[src/verification/program.hex]
// one 32-bit instruction word per line, from byte address 0 upward
// a zero word ends the program, data lives at 0x200
00500093 // addi x1, x0, 5
FFD00113 // addi x2, x0, -3
002081B3 // add  x3, x1, x2
40118233 // sub  x4, x3, x1
001272B3 // and  x5, x4, x1
0022E333 // or   x6, x5, x2
001123B3 // slt  x7, x2, x1
0020A433 // slt  x8, x1, x2
20000493 // addi x9, x0, 512
0064A023 // sw   x6, 0(x9)
0034A223 // sw   x3, 4(x9)
0004A503 // lw   x10, 0(x9)
00700593 // addi x11, x0, 7
0044A603 // lw   x12, 4(x9)
FFF00693 // addi x13, x0, -1
00C50733 // add  x14, x10, x12
06300013 // addi x0, x0, 99
000007B3 // add  x15, x0, x0
40008833 // sub  x16, x1, x0
001008B3 // add  x17, x0, x1
00E88933 // add  x18, x17, x14
00000000 // end of program
[src/isaPkg.sv]
package isaPkg;

  //////////////////////////////////////////////////
  // widths and memory

  localparam int xlen = 32;
  localparam int regIndexWidth = 5;
  localparam int memoryWords = 256;
  localparam int memoryIndexWidth = $clog2(memoryWords);
  localparam string programFile = "/design/src/verification/program.hex";

  //////////////////////////////////////////////////
  // encodings

  // major opcodes handled by this core
  typedef enum logic [6:0] {
    opR     = 7'b0110011,
    opImm   = 7'b0010011,
    opLoad  = 7'b0000011,
    opStore = 7'b0100011
  } opcodeT;

  // same codes as the classic ALU control output
  typedef enum logic [3:0] {
    aluAnd = 4'b0000,
    aluOr  = 4'b0001,
    aluAdd = 4'b0010,
    aluSub = 4'b0110,
    aluSlt = 4'b0111
  } aluOpT;

  localparam logic [2:0] f3AddSub = 3'b000;
  localparam logic [2:0] f3Slt    = 3'b010;
  localparam logic [2:0] f3Or     = 3'b110;
  localparam logic [2:0] f3And    = 3'b111;
  localparam logic [2:0] f3Word   = 3'b010; // lw / sw width

  localparam logic [6:0] f7Base = 7'b0000000;
  localparam logic [6:0] f7Alt  = 7'b0100000; // sub

endpackage

[src/pipePkg.sv]
package pipePkg;
  import isaPkg::*;

  //////////////////////////////////////////////////
  // pipeline barriers

  typedef struct packed {
    logic            valid;
    logic [xlen-1:0] instruction;
  } ifIdT;

  typedef struct packed {
    logic                     valid;
    logic [xlen-1:0]          lhsValue;
    logic [xlen-1:0]          rhsValue;
    logic [regIndexWidth-1:0] lhsIndex;
    logic [regIndexWidth-1:0] rhsIndex;
    logic [regIndexWidth-1:0] writeIndex;
    logic [xlen-1:0]          immediate;
    aluOpT                    aluOp;
    logic                     aluSrc;
    logic                     memRead;
    logic                     memWrite;
    logic                     regWrite;
  } idExT;

  typedef struct packed {
    logic                     valid;
    logic [xlen-1:0]          aluResult;
    logic [xlen-1:0]          storeData;
    logic [regIndexWidth-1:0] writeIndex;
    logic                     memRead;
    logic                     memWrite;
    logic                     regWrite;
  } exMemT;

  typedef struct packed {
    logic                     valid;
    logic [xlen-1:0]          memoryData;
    logic [xlen-1:0]          executionData;
    logic [regIndexWidth-1:0] writeIndex;
    logic                     memToReg;
    logic                     regWrite;
  } memWbT;

  //////////////////////////////////////////////////
  // side channels

  typedef struct packed {
    logic            request;
    logic            write;
    logic [xlen-1:0] address;
    logic [xlen-1:0] writeData;
  } memRequestT;

  typedef struct packed {
    logic                     valid;
    logic [regIndexWidth-1:0] index;
    logic [xlen-1:0]          data;
  } retireT;

  // forwarding source, also the register file write port
  typedef struct packed {
    logic                     regWrite;
    logic [regIndexWidth-1:0] index;
    logic [xlen-1:0]          data;
  } bypassT;

endpackage

[src/decodeStage.sv]
module decodeStage
  import isaPkg::*;
  import pipePkg::*;
(
  input  logic                     clk,
  input  logic                     reset,
  input  ifIdT                     ifId,
  output logic [regIndexWidth-1:0] readIndex1,
  output logic [regIndexWidth-1:0] readIndex2,
  input  logic [xlen-1:0]          readData1,
  input  logic [xlen-1:0]          readData2,
  output idExT                     idEx
);

  opcodeT          opcode;
  logic [2:0]      funct3;
  logic [6:0]      funct7;
  logic [xlen-1:0] immediate;
  aluOpT           aluSel;
  aluOpT           aluOp;
  logic            aluKnown;
  logic            aluSrc;
  logic            memRead;
  logic            memWrite;
  logic            regWrite;

  assign opcode     = opcodeT'(ifId.instruction[6:0]);
  assign funct3     = ifId.instruction[14:12];
  assign funct7     = ifId.instruction[31:25];
  assign readIndex1 = ifId.instruction[19:15];
  assign readIndex2 = ifId.instruction[24:20];

  //////////////////////////////////////////////////
  // ALU control from funct3 / funct7

  always_comb begin
    aluKnown = 1'b1;
    case (funct3)
      f3AddSub: aluSel = (opcode == opR && funct7 == f7Alt) ? aluSub : aluAdd;
      f3Slt:    aluSel = aluSlt;
      f3Or:     aluSel = aluOr;
      f3And:    aluSel = aluAnd;
      default: begin
        aluSel   = aluAdd;
        aluKnown = 1'b0;
      end
    endcase
    // funct7 only matters for R type, and only 0100000 with add/sub
    if (opcode == opR && !(funct7 == f7Base || (funct7 == f7Alt && funct3 == f3AddSub)))
      aluKnown = 1'b0;
  end

  //////////////////////////////////////////////////
  // main control and immediates

  always_comb begin
    immediate = '0;
    aluOp     = aluAdd;
    aluSrc    = 1'b0;
    memRead   = 1'b0;
    memWrite  = 1'b0;
    regWrite  = 1'b0;
    case (opcode)
      opR: begin
        aluOp    = aluSel;
        regWrite = aluKnown;
      end
      opImm: begin
        immediate = {{20{ifId.instruction[31]}}, ifId.instruction[31:20]};
        aluOp     = aluSel;
        aluSrc    = 1'b1;
        regWrite  = aluKnown;
      end
      opLoad: begin
        immediate = {{20{ifId.instruction[31]}}, ifId.instruction[31:20]};
        aluSrc    = 1'b1;
        memRead   = (funct3 == f3Word);
        regWrite  = (funct3 == f3Word);
      end
      opStore: begin
        immediate = {{20{ifId.instruction[31]}}, ifId.instruction[31:25],
                     ifId.instruction[11:7]};
        aluSrc    = 1'b1;
        memWrite  = (funct3 == f3Word);
      end
      default: ; // unknown opcode leaves everything off
    endcase
  end

  // ID/EX barrier, a bubble or bad encoding clears control
  always_ff @(posedge clk) begin
    if (reset) begin
      idEx.valid    <= 1'b0;
      idEx.memRead  <= 1'b0;
      idEx.memWrite <= 1'b0;
      idEx.regWrite <= 1'b0;
      idEx.aluSrc   <= 1'b0;
    end else begin
      idEx.valid    <= ifId.valid && (regWrite || memWrite);
      idEx.memRead  <= ifId.valid && memRead;
      idEx.memWrite <= ifId.valid && memWrite;
      idEx.regWrite <= ifId.valid && regWrite;
      idEx.aluSrc   <= ifId.valid && aluSrc;
    end
  end

  always_ff @(posedge clk) begin
    idEx.lhsValue   <= readData1;
    idEx.rhsValue   <= readData2;
    idEx.lhsIndex   <= readIndex1;
    idEx.rhsIndex   <= readIndex2;
    idEx.writeIndex <= ifId.instruction[11:7];
    idEx.immediate  <= immediate;
    idEx.aluOp      <= aluOp;
  end

endmodule

[config.mk]
export PLATFORM = sky130hd
export DESIGN_NAME = decodeStage
export DESIGN_NICKNAME = d
export VERILOG_FILES = /design/src/isaPkg.sv /design/src/pipePkg.sv /design/src/decodeStage.sv
export SDC_FILE = /design/constraint.sdc
export NUM_CORES = 1
export LEC_CHECK = 0
export BUFFER_PORTS_ARGS = -buffer_cell sky130_fd_sc_hd__buf_2
export CORE_AREA = 2 2 89 91
export DETAILED_ROUTE_END_ITERATION = 10
export DIE_AREA = 0 0 91 93
export GPL_TIMING_DRIVEN = 0
export HOLD_SLACK_MARGIN = 0.03
export PLACE_DENSITY = 0.73
export REMOVE_ABC_BUFFERS = 1
export SLEW_MARGIN = 20
export SYNTH_ARGS = -nofsm -noshare
export SYNTH_HDL_FRONTEND = slang
export SYNTH_SLANG_ARGS = --single-unit
[constraint.sdc]
create_clock -name clk -period 1.11 [get_ports clk]
set_input_delay 0.111 -clock clk [delete_from_list [all_inputs] [get_ports clk]]
set_output_delay 0.111 -clock clk [all_outputs]
set_load 0.01 [all_outputs]
==> results of run 1 <==
final cells by class:
class	instances	area, um^2	share of cell area
Timing Repair Buffer	316	2030	0.439
Sequential cell	99	1990	0.430
Multi-Input combinational cell	43	283	0.0613
Clock buffer	10	128	0.0277
Tap cell	102	128	0.0277
Clock inverter	6	57.6	0.0125
Inverter	1	3.75	0.000813
Antenna cell	1	2.50	0.000542
per-stage QoR:
stage | instances | worst slack (ps) | power, mW
2_1_floorplan | 143 | -619 | 3.96
3_3_place_gp | 472 | 31.4 | 4.33
3_5_place_dp | 472 | 50.9 | 4.34
4_1_cts | 577 | 23.5 | 6.72
5_1_grt | 577 | -21.4 | 6.97
6_report | 578 | 42.0 | 6.67
cells in the final DEF (no fill, tap or decap), types with 2 or more instances in the layout:
cell type and instances:
a22oi_1 5, o31ai_1 2, and2_1 9, clkbuf_8 9, inv_8 2, nor2_1 9
dlygate4sd3_1 89, dfxtp_1 98, nand2b_1 2, clkinv_4 3, buf_2 227
repair_timing:
action                                  CTS  global route
hold endpoints to repair                 95             0
endpoints found under the setup margin   21            26
hold buffers                             89             0
gates resized for setup                   2             1
setup buffers                             0             0
logic make-up (layout without fill, tap and decap cells):
group | after synthesis | count (layout) | share of synthesized area
DFF | 99 | 99 | 0.793
buffers and inverters | 32 | 333 | 0.0946
and+or+nand+nor | 31 | 31 | 0.0781
AOI/OAI and AO/OA | 11 | 11 | 0.0325
other | 1 | 2 | 0.00150
per-layer routing:
metal	wire [um]	up-vias	part of all wire	track usage
li1	-	1124	-	-
met1	2610	1046	0.34	0.169
met2	4280	131	0.55	0.348
met3	708	16	0.091	0.0741
met4	170	0	0.022	0.0783
met5	0	-	0	0
worst max-delay path, delay by kind of cell:
family	cells	cell delay, ps
buffers and inverters	2	670
AOI/OAI and AO/OA	2	400
and+or+nand+nor	1	140
power groups by stage:
stage                     sequential (mW)  combinational [mW]  clock, mW
final                                3.75               0.775       2.15
after global placement               3.82               0.509          0
after detailed placement             3.83               0.515          0
after global routing                 3.76               0.832       2.37
after CTS                            3.74               0.759       2.22
after floorplan                      3.92              0.0399          0
how the worst min path moves through the flow:
stage	slack, ps	start	end	depth (start not counted)
global placement	210	readData2[11]	idEx[66]$_DFF_P_	1
detailed placement	210	readData1[1]	idEx[88]$_DFF_P_	1
global route	40	ifId[13]	idEx[4]$_SDFF_PN0_	2
floorplan	140	readData1[13]	idEx[100]$_DFF_P_	0
CTS	30	ifId[13]	idEx[4]$_SDFF_PN0_	2
finish	70	ifId[13]	idEx[4]$_SDFF_PN0_	2
==> impl_metrics.json, run 1 <==
{
  "outcome": "finished, final reports clean",
  "switching_share": 0.245,
  "arrival_ps": 1320,
  "cp.required_ps": 1370,
  "crit_fanout": 2,
  "synth-async-reset-ratio": 0,
  "drv_cap": 0,
  "path_cells": "dlygate4sd3_1, buf_2, nor2_1, a31oi_1, o32ai_1",
  "whs_ps": 68.2,
  "die_w_um": 91,
  "routabilityCongestion": 0.695,
  "ant_nets": 0,
  "track_usage": 0.182,
  "rsz0062_at_grt": "true",
  "largest_reg_flops": 99,
  "synthTopCellsByArea": "dfxtp_1, buf_4, and2_1",
  "port_buffers": 227,
  "overflow": 0,
  "fillCellCount": 617,
  "die_area_um2": 8460,
  "grt_start_max_net_pins": 22,
  "synth_largest_area_cell": "dfxtp_1",
  "place_area_um2": 3530,
  "syn2layout_area_growth_pct": 84.7,
  "first_iter_violations": 15,
  "synth_enable_flop_cells": 0,
  "cts_buffer_depth": 2,
  "vias": 2317,
  "critPathMaxStageDelay_ps": 540,
  "synth.top_cell.area_share": 0.793,
  "slowest_stage": "dlygate4sd3_1",
  "top_register": "idEx",
  "reg_top3": "idEx: 99 flops",
  "crit_end": "idEx[0]$_SDFF_PP0_",
  "syn-cell-area_um2": 2500,
  "start_util": 0.332,
  "core_um2": 7530,
  "route.detailed.drc": 0,
  "drive_gt1_frac": 0.522,
  "fmax_ghz": 0.936,
  "clock_sinks": 99,
  "grt_pass1_wl_um": 11800,
  "rows": 32,
  "startpoint": "ifId[31]",
  "finalCritPeriodShare": 0.962,
  "power_frac_seq": 0.561,
  "synth_common_cells": "dfxtp_1, buf_4, and2_1, nor2_1, a22oi_1",
  "hold_viol": 0,
  "numCtsBuffers": 9,
  "cp-start-kind": "primary input",
  "yosysMostFrequentCell": "dfxtp_1",
  "irDropWorstVdd_mv": 0.543,
  "synth_ff_type": "dfxtp_1",
  "syn_avg_cell_area_um2": 14.4,
  "worstSetupPathType": "in2reg",
  "synth_seq_cells": 99,
  "period_needed_ps": 1070,
  "wl_per_cell_um": 13.4,
  "first_pass_iters": 3,
  "ys_types": 23,
  "finalSetupTns_ps": 0,
  "antenna_found_initial": 0,
  "switchingPower_mw": 1.63,
  "die_h_um": 93,
  "io_pins": 229,
  "avgViaCountPerCell": 4.01,
  "setup_viol": 0,
  "hold_class": "in2reg",
  "post-route-util": 0.613,
  "grt_pass1_vias": 2447,
  "clock-root-buffer": "clkbuf_8",
  "syn_inst": 174,
  "p_int_mw": 5.04,
  "cts_tree": "yes",
  "maxSlewViolCount": 0,
  "endpoint_kind": "flip-flop",
  "combPwrFrac": 0.116,
  "p_leak_nw": 2.35,
  "power_density_nw_per_um2": 1450,
  "final_nets": 569,
  "final_cell_area_um2": 4610,
  "yosysSeqAreaShare": 0.793,
  "htree_levels": 3,
  "cts.clk_slew.worst_paths_ps": 90,
  "ys_warn_count": 0,
  "dp_hpwl_um": 4830,
  "pwr-share-clk": 0.322,
  "wirelength_um": 7770
}
Note: power is estimated with default switching activity, not from simulation.
==> run 2: changes to the inputs <==
Settings changed: RECOVER_POWER from default to 50.
Clock period 1.11 ns to 1 ns, I/O delays scaled along.
==> run 2 against run 1 <==
The flow now finishes with violations (setup timing). Non-clock buffer count down 5. Via count down 0.47%. Count of clock-buffer cells in the layout unchanged. Hold slack worse by 1.4 ps. Sequential cell count unchanged. Final area down 0.81%.
==> impl_metrics.json, run 2 (synthesis gave the netlist of run 1 again) <==
{
  "fmax_ghz": 0.968,
  "top_register": "idEx",
  "hold_class": "in2reg",
  "cp-start-kind": "flip-flop",
  "place_area_um2": 3530,
  "finalSetupTns_ps": -661,
  "avgViaCountPerCell": 4.03,
  "syn2layout_area_growth_pct": 83.2,
  "reg_top3": "idEx: 99 flops",
  "dp_cells": 472,
  "wl_per_cell_um": 13.6,
  "final_common_cell": "buf_2",
  "final_cell_count_no_fill": 572,
  "post-route-util": 0.608,
  "antenna_found_initial": 0,
  "setup_viol": 23,
  "outcome": "finished with violations",
  "port_buffers": 227,
  "path_buf_inv": 1,
  "power_frac_seq": 0.563,
  "first_pass_iters": 4,
  "rows": 32,
  "layout_common_cells": "buf_2, dfxtp_1, dlygate4sd3_1",
  "vias": 2306,
  "power_mw": 7.39,
  "start_util": 0.332,
  "drive_gt1_frac": 0.479,
  "drv_cap": 0,
  "worstSetupPathType": "reg2out",
  "endpoint_kind": "output pin",
  "crit_family": "flip-flops",
  "io_pins": 229,
  "grt_start_max_net_pins": 22,
  "pwr-share-clk": 0.323,
  "clock_sinks": 99,
  "die_h_um": 93,
  "irDropWorstVdd_mv": 0.691,
  "hold_depth": 3,
  "combPwrFrac": 0.115,
  "cp.required_ps": 900,
  "die_w_um": 91,
  "p_leak_nw": 2.28,
  "route.detailed.drc": 0,
  "ant_nets": 0,
  "p_int_mw": 5.58,
  "cts.clk_slew.worst_paths_ps": 100,
  "core_um2": 7530,
  "switchingPower_mw": 1.81,
  "wirelength_um": 7770,
  "largest_reg_flops": 99,
  "arrival_ps": 930,
  "rsz0062_at_grt": "true",
  "cts_tree": "yes",
  "grt_pass1_wl_um": 11900,
  "hold_viol": 0,
  "maxSlewViolCount": 0,
  "fillCellCount": 618,
  "htree_levels": 3,
  "finalCritPeriodShare": 1.03,
  "slowest_stage": "dfxtp_4",
  "final_cell_area_um2": 4580,
  "critPathMaxStageDelay_ps": 430,
  "dp_hpwl_um": 4830,
  "track_usage": 0.183,
  "fin_ws_ps": -32.9,
  "first_iter_violations": 54,
  "clock-root-buffer": "clkbuf_8",
  "overflow": 0,
  "power_density_nw_per_um2": 1620,
  "grt_pass1_vias": 2445,
  "period_needed_ps": 1030,
  "pre_cts_ws_ps": -48.1,
  "switching_share": 0.245,
  "final_nets": 564,
  "whs_ps": 66.9,
  "cp_num_cells": 1,
  "crit_fanout": 21,
  "path_cells": "buf_2",
  "die_area_um2": 8460,
  "numCtsBuffers": 9,
  "failed_checks": "setup timing",
  "routabilityCongestion": 0.695,
  "diodes": 0,
  "cts_buffer_depth": 2
}
[run 2: per-layer routing]
layer,part of all wire,global-route usage,routed length [um]
met4,0.031,0.0922,237
met3,0.088,0.0661,680
met1,0.34,0.172,2630
met5,0,0,0
met2,0.54,0.346,4220
[run 2: final timing paths]
kind                        startpoint                 end
worst max-delay path  idEx[38]$_DFF_P_            idEx[38]
worst min-delay path             reset  idEx[3]$_SDFF_PP0_
[run 2: layout make-up]
cell class / count / area (um^2) / area share
Tap cell: 102 / 128 / 0.0279
Multi-Input combinational cell: 43 / 280 / 0.0612
Timing Repair Buffer: 311 / 1990 / 0.435
Clock inverter: 6 / 57.6 / 0.0126
Clock buffer: 10 / 128 / 0.0279
Inverter: 1 / 3.75 / 0.000820
Sequential cell: 99 / 1990 / 0.434
[run 2: what timing repair did]
item,in CTS,in global routing
cloned,0,0
resized for setup,2,3
hold buffers,90,0
buffers inserted,0,0
setup endpoints to repair,21,28
pin swaps,0,2
endpoints found under the hold margin,95,0
[run 2: power groups by stage]
stage	Sequential, mW	Clock (mW)	Combinational, mW
6_report	4.16	2.39	0.847
3_5_place_dp	4.25	0	0.572
3_3_place_gp	4.24	0	0.565
2_1_floorplan	4.35	0	0.0443
4_1_cts	4.15	2.47	0.846
5_1_grt	4.18	2.63	0.910
==> run 3: changes to the inputs <==
Settings changed: ABC_AREA from default to 1, CORE_AREA 2 2 89 91 to default, CORE_MARGIN from default to 2, CORE_UTILIZATION from default to 36, DIE_AREA 0 0 91 93 to default, PLACE_DENSITY 0.73 to 0.78.
==> run 3 against run 2 <==
The run still ends with setup timing left. Area after synthesis is 1.8% higher. Final area is 1.6% higher. Worst setup slack worse by 49 ps. Non-clock buffer count is 1 higher. Die area is 8.4% lower. Sequential power hardly changed. Critical path depth is 1 higher. First-iteration DRC count is 15% lower. Power is 0.82% higher. Count of clock-buffer cells in the layout stayed put. Sequential share of layout area is 0.69 points lower. Final cell count is 3.8% higher. Critical path type unchanged. Critical endpoint is now idEx[27]. Largest power group unchanged.
==> impl_metrics.json, run 3 <==
{
  "io_pins": 229,
  "die_w_um": 88.0,
  "finalCritPeriodShare": 1.08,
  "startpoint": "idEx[38]$_DFF_P_",
  "maxSlewViolCount": 0,
  "fin_ws_ps": -82.1,
  "route.detailed.drc": 0,
  "core_um2": 6830,
  "whs_ps": 37.5,
  "wl_per_cell_um": 14.3,
  "die_h_um": 88.0,
  "first_pass_iters": 4,
  "critPathMaxStageDelay_ps": 360,
  "synthTopCellsByArea": "dfxtp_1, buf_4, nor2_1",
  "yosysSeqAreaShare": 0.780,
  "failed_checks": "setup timing",
  "port_buffers": 227,
  "top_register": "idEx",
  "synth_ff_type": "dfxtp_1",
  "first_iter_violations": 46,
  "p_leak_nw": 2.44,
  "rsz0062_at_grt": "true",
  "worstMarginPinSlew_ps": 656,
  "worstSetupPathType": "reg2out",
  "ant_nets": 0,
  "ys_types": 14,
  "largest_reg_flops": 99,
  "cts_tree": "yes",
  "endpoint_kind": "output pin",
  "power_density_nw_per_um2": 1600,
  "outcome": "finished with violations",
  "crit_fanout": 10,
  "slowest_stage": "dfxtp_4",
  "ys_warn_count": 0,
  "layout_common_cells": "buf_2, dfxtp_1, dlygate4sd3_1",
  "synth_seq_cells": 99,
  "synth.top_cell.area_share": 0.780,
  "rows": 30,
  "numCtsBuffers": 9,
  "cp-start-kind": "flip-flop",
  "irDropWorstVdd_mv": 0.903,
  "final_nets": 592,
  "diodes": 0,
  "path_cells": "buf_6, buf_4",
  "clock-root-buffer": "clkbuf_8",
  "synth-async-reset-ratio": 0,
  "pre_cts_ws_ps": -130,
  "syn_inst": 201,
  "arrival_ps": 980,
  "die_area_um2": 7750,
  "vias": 2382,
  "syn-cell-area_um2": 2540,
  "routabilityCongestion": 0.775,
  "synth_common_cells": "dfxtp_1, buf_4, nor2_1",
  "syn2layout_area_growth_pct": 82.8,
  "hold_viol": 0,
  "reg_top3": "idEx: 99 flops",
  "cts.clk_slew.worst_paths_ps": 90,
  "grt_pass1_vias": 2436,
  "grt_start_max_net_pins": 22,
  "htree_levels": 3,
  "hold_class": "in2reg",
  "syn_avg_cell_area_um2": 12.6,
  "grt_pass1_wl_um": 11800,
  "dp_hpwl_um": 5010,
  "setup_viol": 22,
  "min-delay-start": "ifId[14]",
  "clock_sinks": 99,
  "overflow": 0,
  "yosysMostFrequentCell": "dfxtp_1",
  "synth_enable_flop_cells": 0,
  "synth_largest_area_cell": "dfxtp_1",
  "start_util": 0.372,
  "relSlewSlack": 0.560,
  "fmax_ghz": 0.924,
  "drv_cap": 0,
  "cp.required_ps": 900,
  "final_common_cell": "buf_2",
  "drive_gt1_frac": 0.462,
  "avgViaCountPerCell": 4.01,
  "track_usage": 0.205,
  "period_needed_ps": 1080,
  "antenna_found_initial": 0,
  "wirelength_um": 8470,
  "power_mw": 7.45,
  "cts_buffer_depth": 2
}
## run 3: layout make-up
| cell class | count | area, um^2 |
|---|---|---|
| clock buffer | 10 | 138 |
| clock inverter | 6 | 56.3 |
| fill | 513 | 2180 |
| inverter | 17 | 63.8 |
| multi-input combinational | 54 | 262 |
| sequential | 99 | 1990 |
| tap | 96 | 120 |
| timing repair buffer | 312 | 2020 |
## run 3: worst paths after layout
kind | slack, ps | to | cells after the start
setup / recovery | -80 | idEx[27] | 2
hold / removal | 40 | idEx[5]$_SDFF_PN1_ | 4
## run 3: critical path: cells and delay by family, from the launching register on
family	cells	cell delay, ps
flops	1	360
buf+inv	2	270
## run 3: kinds of logic after synthesis
logic type	share of synthesized area
other	0.00147
and+or+nand+nor	0.0832
DFF	0.780
AOI/OAI and AO/OA	0.0192
buffers and inverters	0.117
## run 3: stage by stage
step	TNS [ps]	std cells	utilization	area, um^2
after floorplan	-15070	170	-	2310
after global placement	-613	493	0.522	3570
after detailed placement	-1190	493	0.522	3570
after CTS	-1740	598	0.681	4650
after global routing	-3080	594	0.680	4650
final	-1420	594	0.680	4650
## run 3: timing repair
action,4_1_cts,5_1_grt
endpoints found under the hold margin,93,0
pin swaps,0,6
hold buffers,89,0
gates resized for setup,2,16
endpoints found under the setup margin,21,29
gates cloned,0,0
buffers inserted,0,2
## run 3: where the power goes
group | switching, mW | leakage [nW] | total [mW] | internal, mW
clock | 1.42 | 0.100 | 2.44 | 1.02
combinational | 0.355 | 1.51 | 0.853 | 0.497
sequential | 0.0449 | 0.829 | 4.16 | 4.11
## run 3: layer usage
layer  share of wire  GRT usage
met1            0.34      0.191
met3           0.081     0.0735
met2            0.56      0.415
met5               0          0
met4           0.019     0.0551
